$ cat src/hyper_defs.svh
`ifndef HYPER_DEFS_SVH
`define HYPER_DEFS_SVH

// Byte address width of the AXI4-Lite port
`define AXI_ADDR_WIDTH 16

// Number of HyperRAM chips on the bus
`define HYPER_NUM_CHIPS 2

// Depth of one chip in 16-bit words
`define HYPER_BANK_WORDS 256

`endif

$ cat src/hyper_pkg.sv
`default_nettype none

`include "hyper_defs.svh"

package hyper_pkg;

    typedef logic [15:0]                         hyper_word_t;
    typedef logic [`AXI_ADDR_WIDTH-2:0]          hyper_addr_t;
    typedef logic [1:0]                          hyper_blen_t;
    typedef logic [$clog2(`HYPER_NUM_CHIPS)-1:0] hyper_chip_t;

    // One transfer, address counted in 16-bit words
    typedef struct packed {
        logic        write;
        hyper_addr_t addr;
        hyper_blen_t blen;
        hyper_chip_t chip;
    } hyper_tf_t;

    typedef struct packed {
        hyper_word_t data;
        logic [1:0]  strb;
        logic        last;
    } hyper_tx_t;

    typedef struct packed {
        hyper_word_t data;
        logic        last;
    } hyper_rx_t;

    // CA fields, bit 47 down to bit 0
    typedef struct packed {
        logic        rd;
        logic        addr_space;
        logic        burst_lin;
        logic [28:0] upper;
        logic [12:0] rsvd;
        logic [2:0]  lower;
    } hyper_ca_t;

    // Same 48 bits as fields or as three bus words, w[2] goes first
    typedef union packed {
        hyper_ca_t              f;
        logic [2:0][15:0]       w;
    } hyper_ca_u;

    typedef struct packed {
        hyper_word_t data;
        logic [1:0]  strb;
        logic        ca;
        logic        dat;
    } hyper_bus_t;

endpackage

`default_nettype wire

$ cat src/hyper_rx_merge.sv
`default_nettype none

`include "hyper_defs.svh"

module hyper_rx_merge (
    input  logic                                             clk_i,
    input  logic                                             rst_ni,
    input  hyper_pkg::hyper_rx_t [`HYPER_NUM_CHIPS-1:0]      rd_i,
    input  logic [`HYPER_NUM_CHIPS-1:0]                      rd_valid_i,
    input  logic [`HYPER_NUM_CHIPS-1:0]                      wr_done_i,
    output hyper_pkg::hyper_rx_t                             rx_o,
    output logic                                             rx_valid_o,
    output logic                                             b_valid_o
);

    hyper_pkg::hyper_rx_t rd_sel;

    // At most one bank talks at a time
    always_comb begin
        rd_sel = '0;
        for (int i = 0; i < `HYPER_NUM_CHIPS; i++) begin
            if (rd_valid_i[i]) begin
                rd_sel = rd_i[i];
            end
        end
    end

    always_ff @(posedge clk_i or negedge rst_ni) begin
        if (!rst_ni) begin
            rx_valid_o <= 1'b0;
            b_valid_o  <= 1'b0;
        end else begin
            rx_valid_o <= |rd_valid_i;
            b_valid_o  <= |wr_done_i;
        end
    end

    always_ff @(posedge clk_i) begin
        rx_o <= rd_sel;
    end

endmodule

`default_nettype wire

$ cat config.mk
export PLATFORM = sky130hd
export DESIGN_NAME = hyper_rx_merge
export DESIGN_NICKNAME = d
export VERILOG_FILES = /design/src/hyper_pkg.sv /design/src/hyper_rx_merge.sv
export VERILOG_INCLUDE_DIRS = /design/src
export SDC_FILE = /design/constraint.sdc
export NUM_CORES = 1
export LEC_CHECK = 0
export ABC_AREA = 1
export BUFFER_PORTS_ARGS = -buffer_cell sky130_fd_sc_hd__buf_2
export CAP_MARGIN = 25
export CORE_UTILIZATION = 35
export CTS_BUF_LIST = sky130_fd_sc_hd__clkbuf_8
export CTS_CLUSTER_SIZE = 8
export DETAILED_ROUTE_END_ITERATION = 12
export GPL_TIMING_DRIVEN = 0
export PLACE_DENSITY = 0.74
export SYNTH_ARGS = -nofsm -noshare
export SYNTH_HDL_FRONTEND = slang
export SYNTH_SLANG_ARGS = --single-unit
$ cat constraint.sdc
create_clock -name clk_i -period 0.8 [get_ports clk_i]
set_input_delay 0.04 -clock clk_i [delete_from_list [all_inputs] [get_ports clk_i]]
set_output_delay 0.04 -clock clk_i [all_outputs]
set_load 0.05 [all_outputs]
## Word level (Yosys, flattened, before mapping)

Cells that the tools add are included.

- Muxes and demuxes: 2
- Reductions and logical operators: 2

Operators by type and width:

| operator | number |
|---|---|
| two-way mux 17 bit | 2 |
| OR reduction 2 bit | 2 |

- Flip-flop bits (word level): 19
- Bits of input ports: 40
- Output and inout bits: 19
- Word-level logic and storage cells: 8

## Depth between registers and ports, before layout

Gate-level depths: netlist of the first run.

- Word-level depth: 2
- Gate-level depth with buffers: 5
- Gate-level depth less buffers: 3

## Least setup slack after synthesis of the first run

OpenSTA, ideal clock, no wires.

- Path kind: flip-flop to output port
- Start point: register rx_o[0] (netlist name)
- End point: output rx_o[0] (netlist name)
- Arrival: 0.587 ns
- Required time: 0.760 ns
- Setup slack: 0.173 ns
- Stages on the path, launching flop included: 1
- Path buffers: 0
- Path through: dfxtp_1

RTL lines:

| item | line | text |
|---|---|---|
| from (decl) | hyper_rx_merge.sv:11 | `output hyper_pkg::hyper_rx_t rx_o,` |
| from (signal assigned) | hyper_rx_merge.sv:39 | `rx_o <= rd_sel;` |

No word-level cell between the ends.

## Worst setup path after layout of the first run

- Start point: register b_valid_o
- End point: output b_valid_o

RTL lines:

| item | line | text |
|---|---|---|
| from (decl) | hyper_rx_merge.sv:13 | `output logic b_valid_o` |
| from (signal assigned) | hyper_rx_merge.sv:34 | `b_valid_o <= \|wr_done_i;` |

No word-level cell between the ends.

==> reports/results.txt, run 1 <==
initial core utilization: 38.6%
CTS clock-pin slew for the worst setup and hold paths: 70 ps
Ys Warns: 0
CP Capture Type: output pin
Synth Area in Compound Gates: 0%
CTS tree: yes
Synth Area in XOR/XNOR: 0%
DRC: 0
pwr/cell area: 1750 nW/um2
critical-path cell list: buf_6
htree depth: 1
Flop pwr share: 43.2%
GR Util All Layers: 17.7%
failing checks: hold timing, setup timing
Area growth syn-to-layout: 78.2%
Worst-Margin Slew: 145 ps
site row count: 16
CTS Sinks: 19
Hold Path Class: input pin to flop
Max clock buf depth: 2
Core Footprint: 2020 um2
Util after Layout: 68.8%
CP Class: flop to output pin
mean post-synth cell area: 10.0 um2
routed wire length: 2070 um
Final Max Tran Viols: 0
WL per Instance: 11.6 um
clock power share: 26.8%
max-cap violations: 0
outcome: complete, but fails checks
via density per instance: 4.38
Root Buffer: clkbuf_8
post-route clock period utilization: 102%
f_max: 1.23 GHz
Simple-Gate Fraction of Synth Area: 38.5%
via count: 779
largest net degree at the start of global routing: 11
Die Area: 2420 um2
Nets: 192
combinational share of power: 30.0%
vias in the first global route: 783
Worst Path Required: 760 ps
Mapped Area: 781 um2
Num CTS Buffers: 3
share of layout cells above drive strength 1: 60.3%
ANT cells: 0
CP Data Arrival Time: 780 ps
Yosys top cell by area: dfxtp_1
Die Y-Extent: 49.2 um
main area contributors after synthesis: dfxtp_1, nand3_2, nand2_1
fillers: 160
switching fraction of total power: 31.0%
Post-Synthesis Cells: 78
Final Cell Area: 1390 um2
power after layout: 2.44 mW
Post-Synth Adder-Cell Area: 0%
Fin. Hold Viols: 1
WP buf/inv: 1
leakage dissipation: 0.706 nW
initial antenna violation count: 0
mux cell area share after synthesis: 0%
# port buffers: 56
critical path's top delay family: flip-flops
WHS: -24.5 ps
leading cell types in the layout, fill and taps excluded: buf_2, nand2_1, buf_6
commonest non-fill, non-tap cell in the layout: buf_2
Distinct cells, synth: 12
Slew HR: 90.4%
Syn Nets: 118
total gr overflow: 0
Synth top area share: 43.6%
final setup margin: -16.2 ps
largest family of logic cells by synthesized area: simple AND/OR/NAND/NOR gates
Seq/Total Area, Yosys: 50.0%
Setup Viol. Count Final: 2
RSZ-0062 raised after global routing: yes
Post-DP HPWL: 1370 um
Iter 0 DRT Violations: 14
io pins: 59
P_sw: 756 uW
first-pass GRT wire length: 3220 um
Die Wd: 49.2 um
GPL Wtd Cong: 0.652
Post-DP Area: 1090 um2
Final min period: 816 ps
Worst path max stage delay: 370 ps
VDD IR-drop max: 0.00120 V
post-synthesis register bit count: 19
drt first pass iters: 4
Int Pwr: 1.68 mW
critical path peak fanout: 1
post-route ant nets: 0
hold buffer count at cts: 13
CP max-delay cell: dfrtp_1
critical path launch point type: flop
==> Yosys cell counts, drive strengths merged <==
master  instances
or2             2
nand2          34
clkbuf          2
nand3          17
buf             3
dfxtp          17
inv             1
dfrtp           2
==> final cells by class <==
class | count | area, um2 | area share, %
Inverter | 1 | 11.3 | 0.809
Clock buffer | 3 | 41.3 | 2.97
Multi-Input combinational cell | 53 | 300 | 21.6
Tap cell | 27 | 33.8 | 2.43
Buffer | 5 | 78.8 | 5.67
Timing Repair Buffer | 69 | 526 | 37.8
Sequential cell | 19 | 397 | 28.5
Clock inverter | 1 | 3.75 | 0.270
==> power groups by stage <==
stage | registers (mW) | clock network, mW | logic, mW
global placement | 1.05 | 0 | 0.587
CTS | 1.04 | 0.657 | 0.698
floorplan | 1.31 | 0 | 0.159
global route | 1.06 | 0.698 | 0.768
detailed placement | 1.05 | 0 | 0.599
finish | 1.05 | 0.652 | 0.731
==> what timing repair did <==
| item | 4_1_cts | 5_1_grt |
|---|---|---|
| gates resized for setup | 23 | 19 |
| hold endpoints to repair | 15 | 1 |
| buffers inserted | 0 | 0 |
| endpoints found under the setup margin | 19 | 16 |
| pin swaps | 0 | 0 |
==> final timing paths <==
kind | start | end | depth (start not counted)
max in group asynchronous | rst_ni | rx_valid_o | 2
min in group asynchronous | rst_ni | b_valid_o | 2
worst max-delay path | b_valid_o | b_valid_o | 1
worst min-delay path | wr_done_i[1] | b_valid_o | 2
==> registers in the layout, indices dropped and copies added, names as in the netlist <==
| register | flops |
|---|---|
| rx_valid_o | 1 |
| rx_o | 17 |
| b_valid_o | 1 |
==> routing by layer <==
layer / vias to the layer above / wire length, um / share of wire [%] / track usage (%)
met4: 0 / 52 / 2.5 / 11.8
met5: - / 0 / 0 / 0
met1: 350 / 698 / 34 / 16.3
met3: 6 / 68 / 3.3 / 2.18
li1: 392 / - / - / -
met2: 31 / 1250 / 60 / 35.4
==> logic make-up after synthesis <==
group	after synthesis
flops	19
simple gates	53
buf+inv	6
==> per-stage QoR <==
stage          std cells  setup TNS [ps]  hold WS [ps]  worst slack (ps)
6_report             178           -30.8         -24.5             -16.2
5_1_grt              178           -93.7         -18.7             -45.1
4_1_cts              178           -32.8         -20.8             -17.9
3_5_place_dp         161               0          -174               202
3_3_place_gp         161               0          -175               212
2_1_floorplan         78               0          -256               173
Note: power is estimated with default switching activity, not from simulation.
==> run 2: changes to the inputs <==
- CORE_MARGIN: default -> 5
- PLACE_DENSITY: 0.74 -> 0.72
- clock period: 0.8 -> 1 ns (I/O delays scaled with it)
==> run 2 against run 1 <==
The flow now finishes without violations. Final cell count rose by 0.56%. Hold slack gained 34 ps. Combinational power down 30%. Flip-flop and latch count is the same. Sequential share of layout area rose by 2.2 points. Largest power group unchanged.
==> reports/results.txt, run 2 (synthesis results as in run 1) <==
CP Class: flop to output pin
Iter 0 DRT Violations: 11 (-3)
Final min period: 880 ps
critical path's top delay family: flip-flops
Die Wd: 57.2 um (+16%)
WL per Instance: 11.1 um (-4.2%)
post-route clock period utilization: 88.0%
commonest non-fill, non-tap cell in the layout: buf_2
initial core utilization: 36.0% (-2.6 points)
Worst-Margin Slew: 261 ps (+116 ps)
Multi-input gate area: 300 um2 (unchanged)
RSZ-0062 raised after global routing: no
initial antenna violation count: 0 (unchanged)
vias in the first global route: 766 (-2.2%)
Max clock buf depth: 2 (unchanged)
Worst path max stage delay: 330 ps (-40 ps)
CP Capture Type: output pin
GPL Wtd Cong: 0.741 (+14%)
ANT cells: 0 (unchanged)
hold path cells: 3 (+1)
via count: 758 (-2.7%)
leakage dissipation: 0.672 nW (-4.9%)
Slew HR: 82.7% (-7.7 points)
Die Area: 3280 um2 (+35%)
crit path from: b_valid_o
share of layout cells above drive strength 1: 57.6% (-2.6 points)
critical path launch point type: flop
Die Y-Extent: 57.2 um (+16%)
outcome: complete, no violations
first-pass GRT wire length: 3200 um (-0.44%)
CP max-delay cell: dfrtp_1
CTS tree: yes
critical-path cell list: buf_2
Post-DP HPWL: 1560 um (+14%)
site row count: 17 (+1)
Register Area: 390 um2 (-1.6%)
# port buffers: 56 (unchanged)
Post-Route Setup TNS: 0 ps (+30.8 ps)
Core Footprint: 2170 um2 (+7.3%)
pwr/cell area: 1460 nW/um2 (-17%)
Fin. Hold Viols: 0 (-1)
routed wire length: 2000 um (-3.7%)
top flop regs: rx_o (17), b_valid_o (1), rx_valid_o (1)
Final Max Tran Viols: 0 (unchanged)
Worst Path Required: 950 ps (+190 ps)
post-route ant nets: 0 (unchanged)
Area growth syn-to-layout: 63.0%
CTS Sinks: 19 (unchanged)
Most flops, register: rx_o
WP buf/inv: 1 (unchanged)
Nets: 192 (unchanged)
via density per instance: 4.23 (-3.2%)
largest net degree at the start of global routing: 12 (+1)
Setup crit end: b_valid_o
critical path peak fanout: 1 (unchanged)
Hold Path Class: input pin to flop
Num CTS Buffers: 3 (unchanged)
fillers: 219 (+37%)
DRC: 0 (unchanged)
htree depth: 1 (unchanged)
pre-CTS setup slack: 392 ps (+190 ps)
max-cap violations: 0 (unchanged)
Setup Viol. Count Final: 0 (-2)
Root Buffer: clkbuf_8
CP Data Arrival Time: 830 ps (+50 ps)
leading cell types in the layout, fill and taps excluded: buf_2, nand2_1, dfxtp_1
CTS clock-pin slew for the worst setup and hold paths: 70 ps (about the same)
Levels on crit path: 1 (unchanged)
WHS: 9.12 ps (+33.7 ps)
GR Util All Layers: 12.4% (-5.3 points)
Largest register FFs: 17 (unchanged)
Post-CTS Repair Setup Buffers: 0 (unchanged)
final setup margin: 120 ps (+136 ps)
f_max: 1.14 GHz
total gr overflow: 0 (unchanged)
drt first pass iters: 3 (-1)
io pins: 59 (unchanged)
VDD IR-drop max: 0.000984 V (-18%)
## run 2: stage by stage
| stage | instance area (um2) | util [%] | power [mW] | instances |
|---|---|---|---|---|
| 6_report | 1270 | 58.7 | 1.86 | 179 |
| 3_5_place_dp | 1100 | 50.5 | 1.32 | 162 |
| 4_1_cts | 1270 | 58.7 | 1.90 | 179 |
| 2_1_floorplan | 781 | - | 1.17 | 78 |
| 5_1_grt | 1270 | 58.7 | 1.97 | 179 |
| 3_3_place_gp | 1100 | 50.5 | 1.32 | 162 |
## run 2: power breakdown
| part | switching (mW) | total [mW] | internal [mW] | leakage [nW] |
|---|---|---|---|---|
| Clock | 0.242 | 0.518 | 0.276 | 0.0255 |
| Combinational | 0.326 | 0.513 | 0.188 | 0.483 |
| Sequential | 0.0117 | 0.826 | 0.814 | 0.163 |
| Total | 0.579 | 1.86 | 1.28 | 0.672 |
## run 2: final cells by class
class / count / share of cell area [%]
Sequential cell: 19 / 30.7
Buffer: 5 / 6.19
Multi-Input combinational cell: 53 / 23.6
Inverter: 1 / 0.885
Clock buffer: 3 / 3.24
Timing Repair Buffer: 69 / 32.3
Tap cell: 28 / 2.75
Clock inverter: 1 / 0.393
## run 2: repair_timing
| item | 4_1_cts | 5_1_grt |
|---|---|---|
| setup endpoints to repair | 0 | 0 |
| resized for setup | 0 | 0 |
| hold buffers | 13 | 0 |
| endpoints found under the hold margin | 13 | 0 |
## run 2: worst min-delay path by stage
| stage | slack (ps) | startpoint | end |
|---|---|---|---|
| floorplan | -250 | rst_ni | b_valid_o |
| global placement | -170 | rst_ni | b_valid_o |
| detailed placement | -160 | rst_ni | b_valid_o |
| CTS | 2 | rd_i[30] | rx_o[13] |
| global route | 2 | rd_i[24] | rx_o[7] |
| finish | 9 | rd_i[30] | rx_o[13] |
## run 2: routing by layer
layer / share of wire (%) / global-route usage [%] / vias to the layer above
met5: 0 / 0 / -
met3: 15 / 5.66 / 0
met2: 48 / 22.2 / 45
li1: - / - / 392
met4: 0 / 4.97 / 0
met1: 37 / 12.6 / 321
==> run 3: changes to the inputs <==
--- a/config.mk
+++ b/config.mk
@@ -10,11 +10,13 @@
 export BUFFER_PORTS_ARGS = -buffer_cell sky130_fd_sc_hd__buf_2
 export CAP_MARGIN = 25
+export CELL_PAD_IN_SITES_DETAIL_PLACEMENT = 1
+export CELL_PAD_IN_SITES_GLOBAL_PLACEMENT = 2
 export CORE_MARGIN = 5
-export CORE_UTILIZATION = 35
+export CORE_UTILIZATION = 23
 export CTS_BUF_LIST = sky130_fd_sc_hd__clkbuf_8
 export CTS_CLUSTER_SIZE = 8
 export DETAILED_ROUTE_END_ITERATION = 12
 export GPL_TIMING_DRIVEN = 0
-export PLACE_DENSITY = 0.72
+export PLACE_DENSITY_LB_ADDON = 0.1
 export SYNTH_ARGS = -nofsm -noshare
 export SYNTH_HDL_FRONTEND = slang
==> constraint.sdc (replaced) <==
create_clock -name clk_i -period 1 [get_ports clk_i]
set_input_delay 0.2 -clock clk_i [delete_from_list [all_inputs] [get_ports clk_i]]
set_output_delay 0.2 -clock clk_i [all_outputs]
set_load 0.05 [all_outputs]
==> run 3 against run 2 <==
Global-route usage shrank 2.2 points. Hold slack gained 120 ps. Count of clock-buffer cells in the layout is the same. Non-clock buffer count shrank 12. Wire length grew 9.7%. Utilization shrank 21 points. Total power grew 2.3%. Sequential share of layout area grew 0.68 points. Setup slack lost 110 ps. Largest power group unchanged. Highest routed layer is now met4.
==> reports/results.txt, run 3 (synthesis results as in run 1) <==
switching fraction of total power: 32.0% (+0.81 points)
Max clock buf depth: 2 (unchanged)
GPL Wtd Cong: 0.654 (-12%)
Final Cell Area: 1240 um2 (-2.2%)
top flop regs: rx_o (17), b_valid_o (1), rx_valid_o (1)
pwr/cell area: 1530 nW/um2 (+4.5%)
Levels on crit path: 1 (unchanged)
CTS Sinks: 19 (unchanged)
Util after Layout: 37.6% (-21 points)
power after layout: 1.90 mW (+2.3%)
post-route clock period utilization: 98.8% (+11 points)
Largest register FFs: 17 (unchanged)
Iter 0 DRT Violations: 12 (+1)
Setup Viol. Count Final: 0 (unchanged)
f_max: 1.01 GHz (-11%)
Flop pwr share: 43.7% (-0.8 points)
CP Class: flop to output pin
first-pass GRT wire length: 3390 um (+5.8%)
total gr overflow: 0 (unchanged)
CTS clock-pin slew for the worst setup and hold paths: 70 ps (about the same)
htree depth: 1 (unchanged)
CP max-delay cell: dfrtp_1
crit path from: rx_valid_o
via count: 728 (-4.0%)
routed wire length: 2190 um (+9.7%)
DRC: 0 (unchanged)
critical path's top delay family: flip-flops
drt first pass iters: 2 (-1)
Final Max Tran Viols: 0 (unchanged)
Hold Path Class: input pin to flop
Worst path max stage delay: 380 ps (+50 ps)
critical path launch point type: flop
VDD IR-drop max: 0.000859 V (-13%)
RSZ-0062 raised after global routing: yes
share of layout cells above drive strength 1: 62.6% (+5.0 points)
fillers: 417 (+90%)
largest net degree at the start of global routing: 12 (unchanged)
leading cell types in the layout, fill and taps excluded: buf_2, nand2_1, dfxtp_1
Worst-Margin Slew: 151 ps (-110 ps)
Nets: 180 (-6.3%)
post-route ant nets: 0 (unchanged)
CP Data Arrival Time: 790 ps (-40 ps)
Core Footprint: 3310 um2 (+53%)
P_sw: 608 uW (+4.9%)
Fin. Hold Viols: 0 (unchanged)
DR WL met3: 270 um (-9.4%)
critical path peak fanout: 1 (unchanged)
Num CTS Buffers: 3 (unchanged)
clock power share: 28.7% (+0.8 points)
Die Area: 4660 um2 (+42%)
outcome: complete, no violations
GR Util All Layers: 10.3% (-2.2 points)
met1 wire length: 795 um (+7.6%)
via density per instance: 3.94 (-7.1%)
Slew HR: 90.0% (+7.3 points)
Final min period: 988 ps (+108 ps)
Top Metal Used: met4
Post-DP Area: 1120 um2 (+2.1%)
ANT cells: 0 (unchanged)
WL per Instance: 11.8 um (+6.1%)
CTS tree: yes
initial antenna violation count: 0 (unchanged)
combinational share of power: 27.6% (about the same)
# port buffers: 56 (unchanged)
Setup crit end: rx_valid_o
Die Wd: 68.3 um (+19%)
Int Pwr: 1.29 mW (+1.1%)
Area growth syn-to-layout: 59.5%
CP Capture Type: output pin
Met2 Wirelength: 1100 um (+15%)
site row count: 21 (+4)
Die Y-Extent: 68.3 um (+19%)
commonest non-fill, non-tap cell in the layout: buf_2
vias in the first global route: 810 (+5.7%)
Most flops, register: rx_o
initial core utilization: 23.6% (-12 points)
max-cap violations: 0 (unchanged)
critical-path cell list: buf_6
leakage dissipation: 0.641 nW (-4.6%)
io pins: 59 (unchanged)
Worst Path Required: 800 ps (-150 ps)
Post-DP HPWL: 1670 um (+6.9%)
Root Buffer: clkbuf_8
WP buf/inv: 1 (unchanged)
[run 3: worst min-delay path by stage]
stage                            start          to  slack [ps]  cells after the start
after detailed placement        rst_ni  rx_valid_o         -10                      1
after global routing      wr_done_i[0]   b_valid_o         120                      2
after CTS                 wr_done_i[0]   b_valid_o         120                      2
after floorplan                 rst_ni   b_valid_o        -100                      0
final                     wr_done_i[0]   b_valid_o         130                      2
after global placement          rst_ni   b_valid_o         -10                      1
[run 3: area by class of cell]
class	count	area [um2]	share of cell area, %
flip-flops and latches	19	390	31.4
multi-input cells	53	300	24.1
clock buffers	3	41.3	3.32
plain buffers	5	78.8	6.33
inverters	1	11.3	0.905
clock inverters	1	5.00	0.402
repair buffers	57	360	28.9
well taps	46	57.6	4.62
[run 3: per-layer routing]
metal / track usage (%) / vias up
met4: 4.47 / 0
met3: 4.93 / 2
met1: 9.22 / 321
met5: 0 / -
met2: 19.3 / 35
li1: - / 370
[run 3: timing repair]
action / in CTS / in global routing
setup buffers: 0 / 0
setup endpoints to repair: 19 / 6
endpoints found under the hold margin: 2 / 0
gates resized for setup: 21 / 4
pin swaps: 0 / 0
hold buffers: 1 / 0
[run 3: through the flow]
| step | hold slack [ps] | setup TNS [ps] | setup slack, ps | instances |
|---|---|---|---|---|
| after detailed placement | -13.0 | 0 | 226 | 180 |
| final | 126 | 0 | 11.6 | 185 |
| after global routing | 121 | -38.0 | -21.3 | 185 |
| after floorplan | -95.6 | 0 | 213 | 78 |
| after global placement | -14.3 | 0 | 241 | 180 |
| after CTS | 116 | -1.28 | -1.28 | 185 |
[run 3: power groups by stage]
stage	Clock [mW]	Sequential, mW	Combinational (mW)
floorplan	0	1.05	0.127
CTS	0.581	0.829	0.525
finish	0.546	0.830	0.524
detailed placement	0	0.842	0.485
global placement	0	0.841	0.479
global route	0.605	0.836	0.560
