### src/hyper_defs.svh
`ifndef HYPER_DEFS_SVH
`define HYPER_DEFS_SVH

// Byte address width of the AXI4-Lite port
`define AXI_ADDR_WIDTH 16

// Number of HyperRAM chips on the bus
`define HYPER_NUM_CHIPS 2

// Depth of one chip in 16-bit words
`define HYPER_BANK_WORDS 256

`endif

### src/hyper_pkg.sv
`default_nettype none

`include "hyper_defs.svh"

package hyper_pkg;

    typedef logic [15:0]                         hyper_word_t;
    typedef logic [`AXI_ADDR_WIDTH-2:0]          hyper_addr_t;
    typedef logic [1:0]                          hyper_blen_t;
    typedef logic [$clog2(`HYPER_NUM_CHIPS)-1:0] hyper_chip_t;

    // One transfer, address counted in 16-bit words
    typedef struct packed {
        logic        write;
        hyper_addr_t addr;
        hyper_blen_t blen;
        hyper_chip_t chip;
    } hyper_tf_t;

    typedef struct packed {
        hyper_word_t data;
        logic [1:0]  strb;
        logic        last;
    } hyper_tx_t;

    typedef struct packed {
        hyper_word_t data;
        logic        last;
    } hyper_rx_t;

    // CA fields, bit 47 down to bit 0
    typedef struct packed {
        logic        rd;
        logic        addr_space;
        logic        burst_lin;
        logic [28:0] upper;
        logic [12:0] rsvd;
        logic [2:0]  lower;
    } hyper_ca_t;

    // Same 48 bits as fields or as three bus words, w[2] goes first
    typedef union packed {
        hyper_ca_t              f;
        logic [2:0][15:0]       w;
    } hyper_ca_u;

    typedef struct packed {
        hyper_word_t data;
        logic [1:0]  strb;
        logic        ca;
        logic        dat;
    } hyper_bus_t;

endpackage

`default_nettype wire

### src/hyper_ca_sequencer.sv
`default_nettype none

`include "hyper_defs.svh"

module hyper_ca_sequencer (
    input  logic                         clk_i,
    input  logic                         rst_ni,
    input  hyper_pkg::hyper_tf_t         trans_i,
    input  logic                         trans_valid_i,
    output logic                         trans_ready_o,
    input  hyper_pkg::hyper_tx_t         tx_i,
    input  logic                         tx_valid_i,
    output logic                         tx_ready_o,
    output hyper_pkg::hyper_bus_t        bus_o,
    output logic [`HYPER_NUM_CHIPS-1:0]  cs_o
);

    typedef enum logic [1:0] {
        SQ_IDLE,
        SQ_CA,
        SQ_WDATA,
        SQ_RWAIT
    } sq_state_e;

    sq_state_e                   state_q;
    logic [1:0]                  cnt_q;
    logic [`HYPER_NUM_CHIPS-1:0] cs_q;

    logic                        write_q;
    hyper_pkg::hyper_blen_t      blen_q;
    hyper_pkg::hyper_ca_u        ca_q;
    hyper_pkg::hyper_ca_u        ca_d;

    // Linear burst into memory space
    always_comb begin
        ca_d            = '0;
        ca_d.f.rd         = ~trans_i.write;
        ca_d.f.addr_space = 1'b0;
        ca_d.f.burst_lin  = 1'b1;
        ca_d.f.upper      = 29'(trans_i.addr >> 3);
        ca_d.f.lower      = trans_i.addr[2:0];
    end

    always_ff @(posedge clk_i or negedge rst_ni) begin
        if (!rst_ni) begin
            state_q <= SQ_IDLE;
            cnt_q   <= '0;
            cs_q    <= '0;
        end else begin
            case (state_q)
                SQ_IDLE: begin
                    if (trans_valid_i) begin
                        cnt_q   <= '0;
                        cs_q    <= `HYPER_NUM_CHIPS'(1) << trans_i.chip;
                        state_q <= SQ_CA;
                    end
                end
                SQ_CA: begin
                    if (cnt_q == 2'd2) begin
                        cnt_q   <= '0;
                        state_q <= write_q ? SQ_WDATA : SQ_RWAIT;
                    end else begin
                        cnt_q <= cnt_q + 2'd1;
                    end
                end
                SQ_WDATA: begin
                    if (tx_valid_i && tx_i.last) begin
                        cs_q    <= '0;
                        state_q <= SQ_IDLE;
                    end
                end
                SQ_RWAIT: begin
                    // Bank streams one word per cycle
                    if (cnt_q == blen_q - 2'd1) begin
                        cs_q    <= '0;
                        state_q <= SQ_IDLE;
                    end else begin
                        cnt_q <= cnt_q + 2'd1;
                    end
                end
                default: state_q <= SQ_IDLE;
            endcase
        end
    end

    always_ff @(posedge clk_i) begin
        if ((state_q == SQ_IDLE) && trans_valid_i) begin
            ca_q    <= ca_d;
            write_q <= trans_i.write;
            blen_q  <= trans_i.blen;
        end else if (state_q == SQ_CA) begin
            ca_q.w <= {ca_q.w[1:0], 16'h0000};
        end
    end

    assign trans_ready_o = (state_q == SQ_IDLE);
    assign cs_o          = cs_q;

    always_comb begin
        bus_o      = '0;
        tx_ready_o = 1'b0;
        case (state_q)
            SQ_CA: begin
                bus_o.data = ca_q.w[2];
                bus_o.ca   = 1'b1;
            end
            SQ_WDATA: begin
                tx_ready_o = 1'b1;
                bus_o.data = tx_i.data;
                bus_o.strb = tx_i.strb;
                bus_o.dat  = tx_valid_i;
            end
            default: ;
        endcase
    end

endmodule

`default_nettype wire

### config.mk
export PLATFORM = sky130hd
export DESIGN_NAME = hyper_ca_sequencer
export DESIGN_NICKNAME = d
export VERILOG_FILES = /design/src/hyper_pkg.sv /design/src/hyper_ca_sequencer.sv
export VERILOG_INCLUDE_DIRS = /design/src
export SDC_FILE = /design/constraint.sdc
export NUM_CORES = 1
export LEC_CHECK = 0
export ABC_AREA = 1
export BUFFER_PORTS_ARGS = -buffer_cell sky130_fd_sc_hd__buf_2
export CAP_MARGIN = 20
export CORE_MARGIN = 10
export CORE_UTILIZATION = 53
export DETAILED_ROUTE_END_ITERATION = 16
export GPL_TIMING_DRIVEN = 0
export PLACE_DENSITY = 0.91
export SYNTH_ARGS = -nofsm -noshare
export SYNTH_HDL_FRONTEND = slang
export SYNTH_SLANG_ARGS = --single-unit
### constraint.sdc
create_clock -name clk_i -period 5.4 [get_ports clk_i]
set_input_delay 0 -clock clk_i [delete_from_list [all_inputs] [get_ports clk_i]]
set_output_delay 0 -clock clk_i [all_outputs]
set_load 0.005 [all_outputs]
# == Word level (Yosys, flattened, before mapping) ==
# Cells that the tools add are included.
# op_classes
n_reduce_logical,9
addsub,2
n_shift,1
n_eq_ne,10
muxes,19
n_bitwise,1
# ops
cell,n
$mux 48,2
$pmux 16 s2,1
$mux 2,9
$pmux 2 s3,2
$ne 2x2->1 const B,5
$pmux 2 s4,1
$reduce_and 4->1,2
$eq 2x2->1 const B,3
$reduce_bool 3->1,2
$mux 1,4
$reduce_and 3->1,1
$add 2x1->2 const B,1
$eq 2x1->1 const B,1
$eq 2x2->1,1
$logic_and 1x1->1,2
$logic_not 2->1,1
$reduce_bool 2->1,1
$shl 1x1->2 const A,1
$sub 2x1->2 const B,1
$not 1->1,1
# word_totals
regBits,38
in_bits,42

# == Logic depth before layout (Yosys ltp) ==
# Gate-level depths: netlist (run 1).
# depth
word_depth,4
depth_mapped,9
mapped_depth_nobuf,9

# == Worst setup path before layout (run 1) ==
# No wires, ideal clock.
# synth_timing
kind,flip-flop to flip-flop
start,register state_q[0]
end,register ca_q[0] in the netlist's numbering (enable)
path_slack_ns,3.634
stages_incl_launch_ff,6
arrival_ns,1.401
cell_sequence,dfrtp_1 > inv_1 > ha_1 > nand2_1 > clkbuf_1 > nand2_1
# synth_via
elab_chain_len,3
# synth_lines
item,line,source
from (decl),hyper_ca_sequencer.sv:25,sq_state_e state_q;
from (signal assigned),hyper_ca_sequencer.sv:61,state_q <= write_q ? SQ_WDATA : SQ_RWAIT;
$logic_not 2->1,-,
named net trans_ready_o,hyper_ca_sequencer.sv:10,"output logic trans_ready_o,"
$logic_and 1x1->1,hyper_ca_sequencer.sv:87,if ((state_q == SQ_IDLE) && trans_valid_i) begin
$reduce_bool 2->1 (no source line),-,
to (decl),hyper_ca_sequencer.sv:31,hyper_pkg::hyper_ca_u ca_q;
# The timed path passes the listed nets, and every way through them passes these cells.
# A chain may end at the register's enable or synchronous reset.

# == Worst setup path after layout (run 1) ==
# layout_timing
start,register state_q[0]
end,register ca_q[23] in the netlist's numbering (enable)
# layout_via
elab_chain_len,3
# layout_lines
item,line
$logic_not 2->1,hyper_ca_sequencer.sv:87
$logic_and 1x1->1,hyper_ca_sequencer.sv:87
$reduce_bool 2->1 (no source line) (*),-
# Every way passes the cells marked *; elsewhere a longest branch is shown, timed or not.

==> results by group, run 1 <==
Run status
  • Outcome: completed

Clock network
  • CTS tree: done
  • Root Driver: sky130_fd_sc_hd__clkbuf_4
  • Number of clock sinks seen by CTS: 38
  • H-tree level count: 2
  • TritonCTS buffer count: 5
  • Register clock-pin slew on the reported worst setup and hold paths: 0.11 ns
  • Clock latency on the worst-skew pair: 0.36 ns
  • Worst-case clock buffer depth: 2
  • Post-CTS Setup Repair Bufs: 0

STA
  • Slew margin rel.: 0.5493
  • Final-layout setup total negative slack: 0 ns
  • RSZ-0062 raised after global routing: no
  • Endpoints failing setup: 0
  • Final WS setup: 3.185 ns
  • Share of the cycle needed by the critical path after routing: 0.4101
  • Max-slew violation count: 0
  • Post-route minimum period: 2.215 ns
  • Number of failing hold endpoints at the final stage: 0
  • Slew at the pin closest to its max-slew limit: 0.6744 ns
  • Top achievable clock speed: 0.4515 GHz
  • Clock Skews: 0.01141 ns

Global routing
  • Global-route wire length before repair: 8452 um
  • Vias in the first global route: 1890
  • Pin count of the biggest net entering global routing: 17
  • Overall track demand over capacity in global routing: 0.1666
  • Antenna violations before repair: 0
  • Grt total ovfl: 0

Power
  • Max VDD drop: 302.8 uV
  • PD cells: 545.9 nW/um^2
  • Pleak: 1.333 nW

Final layout
  • Area taken by flip-flops and latches: 980.9 um^2
  • Fill cells: 241
  • Highest-count cells in the layout ignoring fill and taps: sky130_fd_sc_hd__buf_2, sky130_fd_sc_hd__nand2_1, sky130_fd_sc_hd__nor2_1
  • Commonest non-fill, non-tap cell in the layout: sky130_fd_sc_hd__buf_2
  • Fraction of layout instances using a drive strength above 1: 0.2432
  • Post-Route Utilization: 0.7490
  • Combined area of the multi-input logic cells: 739.5 um^2
  • Number of nets at the end of the flow: 381
  • Count of antenna diodes in the layout: 0
  • Synthesis-to-finish area growth: 34.91%

Routing
  • Routed wirelength normalized by instance count: 13.95 um
  • Final routed DRC violation total: 0
  • Total via count after detailed routing: 1900
  • Number of optimization iterations in the first detailed-route pass: 5
  • Number of nets with antenna violations after routing: 0
  • Initial DRC Count: 192
  • Post-detailed-route via-to-cell ratio: 5.013
  • Sum of routed wire length over all layers: 5287 um

Placed design
  • PortBufs: 65
  • Worst slack at placement: 3.217 ns
  • Last weighted congestion value of the routability-driven placer: 0.8352
  • HPWL after DPL: 3784 um

Yosys
  • Mean area per synthesized cell: 7.874 um^2
  • Gate count after technology mapping: 239
  • Number of unique standard cell types used by synthesis: 17
  • Flops & latches, synth: 38
  • Syn Std Cell Area: 1882 um^2
  • Yosys warning total: 0
  • Proportion of synthesized chip area in sequential cells: 0.5213
  • Syn Nets: 288

Floorplanning
  • Total Die Area: 6334 um^2
  • Placement Rows: 21
  • Core region area: 3390 um^2
  • Effective utilization at floorplan: 0.5552
  • Chip height: 79.59 um
  • Horiz. Die Dim: 79.59 um
  • Number of I/O pins: 66

Setup path
  • Largest stage delay on the critical path: 0.54 ns
  • Top cell family by delay on the critical path: simple AND/OR/NAND/NOR gates
  • Classification of the worst setup path: flip-flop to flip-flop
  • Cell repeated most along the worst path: sky130_fd_sc_hd__nand2_1
  • Critical path data arrival time: 2.17 ns
  • Critical Path End Type: flip-flop
  • Critical Path RT: 5.35 ns
  • Cells along the critical path: inv_1, ha_1, nand2_1, clkbuf_1, nand2_1
  • Buffering stage count on the worst path with inverters included: 2
  • Crit path max-delay cell type: sky130_fd_sc_hd__nand2_1
  • Largest driver fanout on the critical path: 16
  • Nature of the critical path startpoint: flip-flop

Flow run
  • Total of max-cap violations: 0

Min path
  • Worst Hold Class: input port to flip-flop
==> kinds of logic (layout without fill, tap and decap cells) <==
| logic type | Yosys count | count (layout) | synth area share |
|---|---|---|---|
| and+or+nand+nor | 124 | 124 | 0.2673 |
| DFF | 38 | 38 | 0.5213 |
| buffers and inverters | 41 | 135 | 0.08577 |
| adders and majority gates | 7 | 7 | 0.04654 |
| AOI/OAI and AO/OA | 29 | 29 | 0.07913 |
==> worst min-delay path: stages <==
cell,delay (ns)
sky130_fd_sc_hd__buf_2,0.08
sky130_fd_sc_hd__or2_1,0.16
sky130_fd_sc_hd__nand4_1,0.10
sky130_fd_sc_hd__nand2_1,0.07
==> routing by layer <==
layer  wire, um  vias to the layer above  GRT usage
li1           -                      939          -
met1       2006                      867     0.1605
met2       2671                       80     0.3034
met3        484                       14    0.06306
met4        124                        0    0.08065
met5          0                        -          0
==> timing repair <==
| action | CTS | global route |
|---|---|---|
| endpoints found under the hold margin | 27 | 0 |
| resized for setup | 0 | 0 |
| hold buffers | 21 | 0 |
==> through the flow <==
step	power, mW	hold WS [ns]	area, um^2	std cells
detailed placement	1.209	-0.1721	2265	350
finish	1.386	0.07641	2539	379
global placement	1.167	-0.1745	2265	350
CTS	1.381	0.07235	2539	379
global route	1.495	0.1269	2539	379
floorplan	0.9753	-0.2956	1882	239
==> state kept, by name, summed over array words and instances, names as in the netlist <==
| name | cells |
|---|---|
| state_q | 2 |
| ca_q | 29 |
| write_q | 1 |
| cnt_q | 2 |
| cs_o | 2 |
| blen_q | 2 |
==> final timing paths <==
check / end / cells past startpoint / slack [ns] / from
min in group asynchronous: state_q[1] / 3 / 0.56 / rst_ni
setup reg to reg: ca_q[23] / 5 / 3.19 / state_q[0]
hold reg to reg: cs_o[0] / 2 / 0.48 / cs_o[0]
hold / removal: cnt_q[0] / 4 / 0.08 / trans_valid_i
setup / recovery: ca_q[23] / 5 / 3.19 / state_q[0]
max in group asynchronous: cnt_q[0] / 3 / 4.63 / rst_ni
==> final cells by class <==
type	count	area share
multi-input combinational	160	0.2913
inverter	31	0.04584
buffer	10	0.01774
clock inverter	2	0.004929
tap	46	0.02267
sequential	38	0.3864
clock buffer	6	0.02021
timing repair buffer	86	0.2109
==> power breakdown <==
group          leakage (nW)  internal (mW)  total, mW  switching (mW)
registers             0.381          0.473      0.536          0.0630
logic                 0.917          0.239      0.688           0.450
clock network        0.0343         0.0626      0.162          0.0992
==> Yosys cell counts <==
library cell	count	area [um^2]
sky130_fd_sc_hd__clkbuf_1	4	15.01
sky130_fd_sc_hd__buf_2	6	30.03
sky130_fd_sc_hd__o21ai_0	14	70.07
sky130_fd_sc_hd__edfxtp_1	19	570.6
sky130_fd_sc_hd__dfxtp_1	13	260.3
sky130_fd_sc_hd__nand2_1	66	247.7
sky130_fd_sc_hd__nand3_1	9	45.04
sky130_fd_sc_hd__inv_2	1	3.750
sky130_fd_sc_hd__inv_1	30	112.6
sky130_fd_sc_hd__nand3_2	1	10.01
sky130_fd_sc_hd__nand4_1	6	37.54
sky130_fd_sc_hd__dfrtp_1	6	150.1
sky130_fd_sc_hd__or2_1	2	12.51
sky130_fd_sc_hd__a21oi_1	14	70.07
sky130_fd_sc_hd__nor2_1	40	150.1
sky130_fd_sc_hd__ha_1	7	87.58
sky130_fd_sc_hd__a22o_1	1	8.760
(Power assumes the default switching activity.)
==> run 2: changes to the inputs <==
--- a/config.mk
+++ b/config.mk
@@ -10,10 +10,10 @@
 export BUFFER_PORTS_ARGS = -buffer_cell sky130_fd_sc_hd__buf_2
 export CAP_MARGIN = 20
 export CORE_MARGIN = 10
-export CORE_UTILIZATION = 53
+export CORE_UTILIZATION = 44
 export DETAILED_ROUTE_END_ITERATION = 16
 export GPL_TIMING_DRIVEN = 0
-export PLACE_DENSITY = 0.91
+export PLACE_DENSITY = 0.82
 export SYNTH_ARGS = -nofsm -noshare
 export SYNTH_HDL_FRONTEND = slang
 export SYNTH_SLANG_ARGS = --single-unit
==> constraint.sdc (replaced) <==
create_clock -name clk_i -period 1.9 [get_ports clk_i]
set_input_delay 0 -clock clk_i [delete_from_list [all_inputs] [get_ports clk_i]]
set_output_delay 0 -clock clk_i [all_outputs]
set_load 0.005 [all_outputs]
==> results by group, run 2 (synthesis results as in run 1) <==
Routing
  • Routed wirelength normalized by instance count: 12.84 um (-7.9%)
  • Post-detailed-route via-to-cell ratio: 4.743 (-5.4%)
  • Number of optimization iterations in the first detailed-route pass: 4 (-1)
  • Sum of routed wire length over all layers: 4752 um (-10%)
  • Final routed DRC violation total: 0 (unchanged)
  • Number of nets with antenna violations after routing: 0 (unchanged)
  • Total via count after detailed routing: 1755 (-7.6%)
  • Initial DRC Count: 160 (-17%)

Clock network
  • Clock latency on the worst-skew pair: 0.29 ns (-0.07 ns)
  • Number of clock sinks seen by CTS: 38 (unchanged)
  • Worst-case clock buffer depth: 2 (unchanged)
  • TritonCTS buffer count: 5 (unchanged)
  • H-tree level count: 2 (unchanged)
  • Root Driver: sky130_fd_sc_hd__clkbuf_8
  • CTS tree: done
  • Register clock-pin slew on the reported worst setup and hold paths: 0.07 ns (-0.04 ns)

Global routing
  • Vias in the first global route: 1713 (-9.4%)
  • Grt total ovfl: 0 (unchanged)
  • Global-route wire length before repair: 7831 um (-7.3%)
  • Overall track demand over capacity in global routing: 0.1311 (-0.03551)
  • Antenna violations before repair: 0 (unchanged)
  • Pin count of the biggest net entering global routing: 20 (+3)

Setup path
  • Critical Path RT: 1.86 ns (-3.49 ns)
  • Reg2Reg Capture Point: ca_q[2]
  • Critical Path End Type: flip-flop
  • Critical path data arrival time: 1.70 ns (-0.47 ns)
  • Largest stage delay on the critical path: 0.41 ns (-0.13 ns)
  • Largest driver fanout on the critical path: 16 (unchanged)
  • Nature of the critical path startpoint: flip-flop
  • Slack of the worst reg-to-reg path: 0.16 ns (-3.02 ns)
  • Path depth of the worst reg2reg path: 5 (unchanged)
  • Startpoint of the worst-slack reg-to-reg timing path: state_q[1]
  • Crit path max-delay cell type: sky130_fd_sc_hd__dfrtp_1
  • Cells along the critical path: inv_1, ha_2, inv_2, buf_2, nand2_2
  • Classification of the worst setup path: flip-flop to flip-flop

STA
  • Slew at the pin closest to its max-slew limit: 0.3680 ns (-0.3064 ns)
  • Endpoints failing setup: 0 (unchanged)
  • Max-slew violation count: 0 (unchanged)
  • RSZ-0062 raised after global routing: no
  • Final WS setup: 0.1605 ns (-3.025 ns)
  • Share of the cycle needed by the critical path after routing: 0.9155 (+0.5054)
  • Top achievable clock speed: 0.5749 GHz (+27%)
  • Number of failing hold endpoints at the final stage: 0 (unchanged)
  • Slew margin rel.: 0.7538 (+0.2045)
  • Clock Skews: 0.005143 ns (-0.006270 ns)
  • Post-route minimum period: 1.740 ns (-0.4751 ns)

Final layout
  • Synthesis-to-finish area growth: 30.59%
  • Fill cells: 360 (+49%)
  • Commonest non-fill, non-tap cell in the layout: sky130_fd_sc_hd__buf_2
  • Number of nets at the end of the flow: 368 (-3.4%)
  • Highest-count cells in the layout ignoring fill and taps: sky130_fd_sc_hd__buf_2, sky130_fd_sc_hd__nand2_1, sky130_fd_sc_hd__nor2_1
  • Final instance area: 2457 um^2 (-3.2%)
  • Fraction of layout instances using a drive strength above 1: 0.2594 (+0.01613)
  • Top reg by flops: ca_q
  • Count of antenna diodes in the layout: 0 (unchanged)
  • Layout Cells excl Fill: 370 (-2.4%)
  • Number of flip-flops in the largest register: 29 (unchanged)

Floorplanning
  • Chip height: 85.40 um (+7.3%)
  • Number of I/O pins: 66 (unchanged)
  • Placement Rows: 23 (+9.5%)
  • Horiz. Die Dim: 85.40 um (+7.3%)
  • Core region area: 4058 um^2 (+20%)
  • Total Die Area: 7292 um^2 (+15%)
  • Effective utilization at floorplan: 0.4638 (-0.09142)

Power
  • PD cells: 1609 nW/um^2 (+190%)
  • Net switching component of the power: 1.684 mW (+180%)
  • Max VDD drop: 796.8 uV (+160%)
  • Internal power summed over all cells: 2.270 mW (+190%)
  • Fraction of power consumed by combinational cells: 0.480 (-0.017)
  • Pleak: 1.289 nW (-3.3%)
  • Reg power frac: 0.386 (about the same)
  • Share of total power consumed by net switching: 0.4259 (-0.01553)
  • Share of power burned in the clock network: 0.135 (+0.018)
  • Power consumption: 3.953 mW (+190%)

Placed design
  • Placed cell count: 354 (+1.1%)
  • Last weighted congestion value of the routability-driven placer: 0.8018 (-4.0%)
  • HPWL after DPL: 3601 um (-4.8%)
  • Worst slack at placement: -0.2961 ns (-3.513 ns)
  • PortBufs: 65 (unchanged)
  • Cell area after placement: 2270 um^2 (+0.22%)

Min path
  • Start point of the worst min-delay path: trans_i[4]
  • Instance count along the most critical hold path: 3 (-1)
  • Endpoint of the worst hold-timing path: ca_q[1]
  • Worst Hold Class: input port to flip-flop

Flow run
  • Total of max-cap violations: 0 (unchanged)

Run status
  • Outcome: completed
==> run 2: cell count changes in the layout (fill, tap and decap cells not counted), sizes merged <==
cell         change
clkinv           +1
dlygate4sd3     -11
buf              -2
clkbuf           -1
==> run 2: area by class of cell <==
cell class,instances,area [um^2],area share
plain buffers,8,40.04,0.01629
flip-flops and latches,38,980.9,0.3992
multi-input cells,160,747.0,0.3040
clock buffers,5,68.82,0.02800
inverters,31,116.4,0.04735
repair buffers,75,425.4,0.1731
clock inverters,3,16.27,0.006619
well taps,50,62.56,0.02546
==> run 2: power groups by stage <==
stage | registers (mW) | logic (mW) | clock network, mW
after floorplan | 1.49 | 1.29 | 0
after global placement | 1.52 | 1.80 | 0
after detailed placement | 1.54 | 1.86 | 0
after CTS | 1.52 | 1.89 | 0.537
after global routing | 1.57 | 2.19 | 0.578
final | 1.52 | 1.90 | 0.532
==> run 2: stage by stage <==
stage | setup TNS, ns | hold WS, ns | utilization
floorplan | 0 | -0.2956 | -
global placement | -3.100 | -0.1732 | 0.5594
detailed placement | -4.734 | -0.1687 | 0.5594
CTS | 0 | 0.002106 | 0.6035
global route | 0 | 0.009092 | 0.6056
finish | 0 | 0.002280 | 0.6056
==> run 2: worst max-delay path by stage <==
stage,from,end,depth (start not counted)
after floorplan,state_q[0],ca_q[0],5
after global placement,state_q[0],ca_q[21],5
after detailed placement,state_q[0],ca_q[21],5
after CTS,state_q[1],ca_q[1],5
after global routing,state_q[1],ca_q[18],5
final,state_q[1],ca_q[2],5
==> run 2: per-layer routing <==
metal / vias to the layer above / share of wire / track usage
met5: - / 0 / 0
met4: 0 / 0.020 / 0.05090
met3: 10 / 0.096 / 0.05449
met2: 61 / 0.48 / 0.2132
met1: 772 / 0.40 / 0.1490
li1: 912 / - / -
==> run 2: timing repair <==
item	CTS	global route
endpoints found under the hold margin	16	0
setup buffers	0	0
resized for setup	1	5
hold buffers	10	0
endpoints found under the setup margin	17	31
pin swaps	0	0
==> run 2: worst max-delay path: cells and delay by family, from the launching register on <==
kind	cells	cell delay, ns
flip-flops	1	0.41
adder cells (fa/ha/maj)	1	0.26
AND/OR/NAND/NOR	1	0.31
buffers and inverters	3	0.41
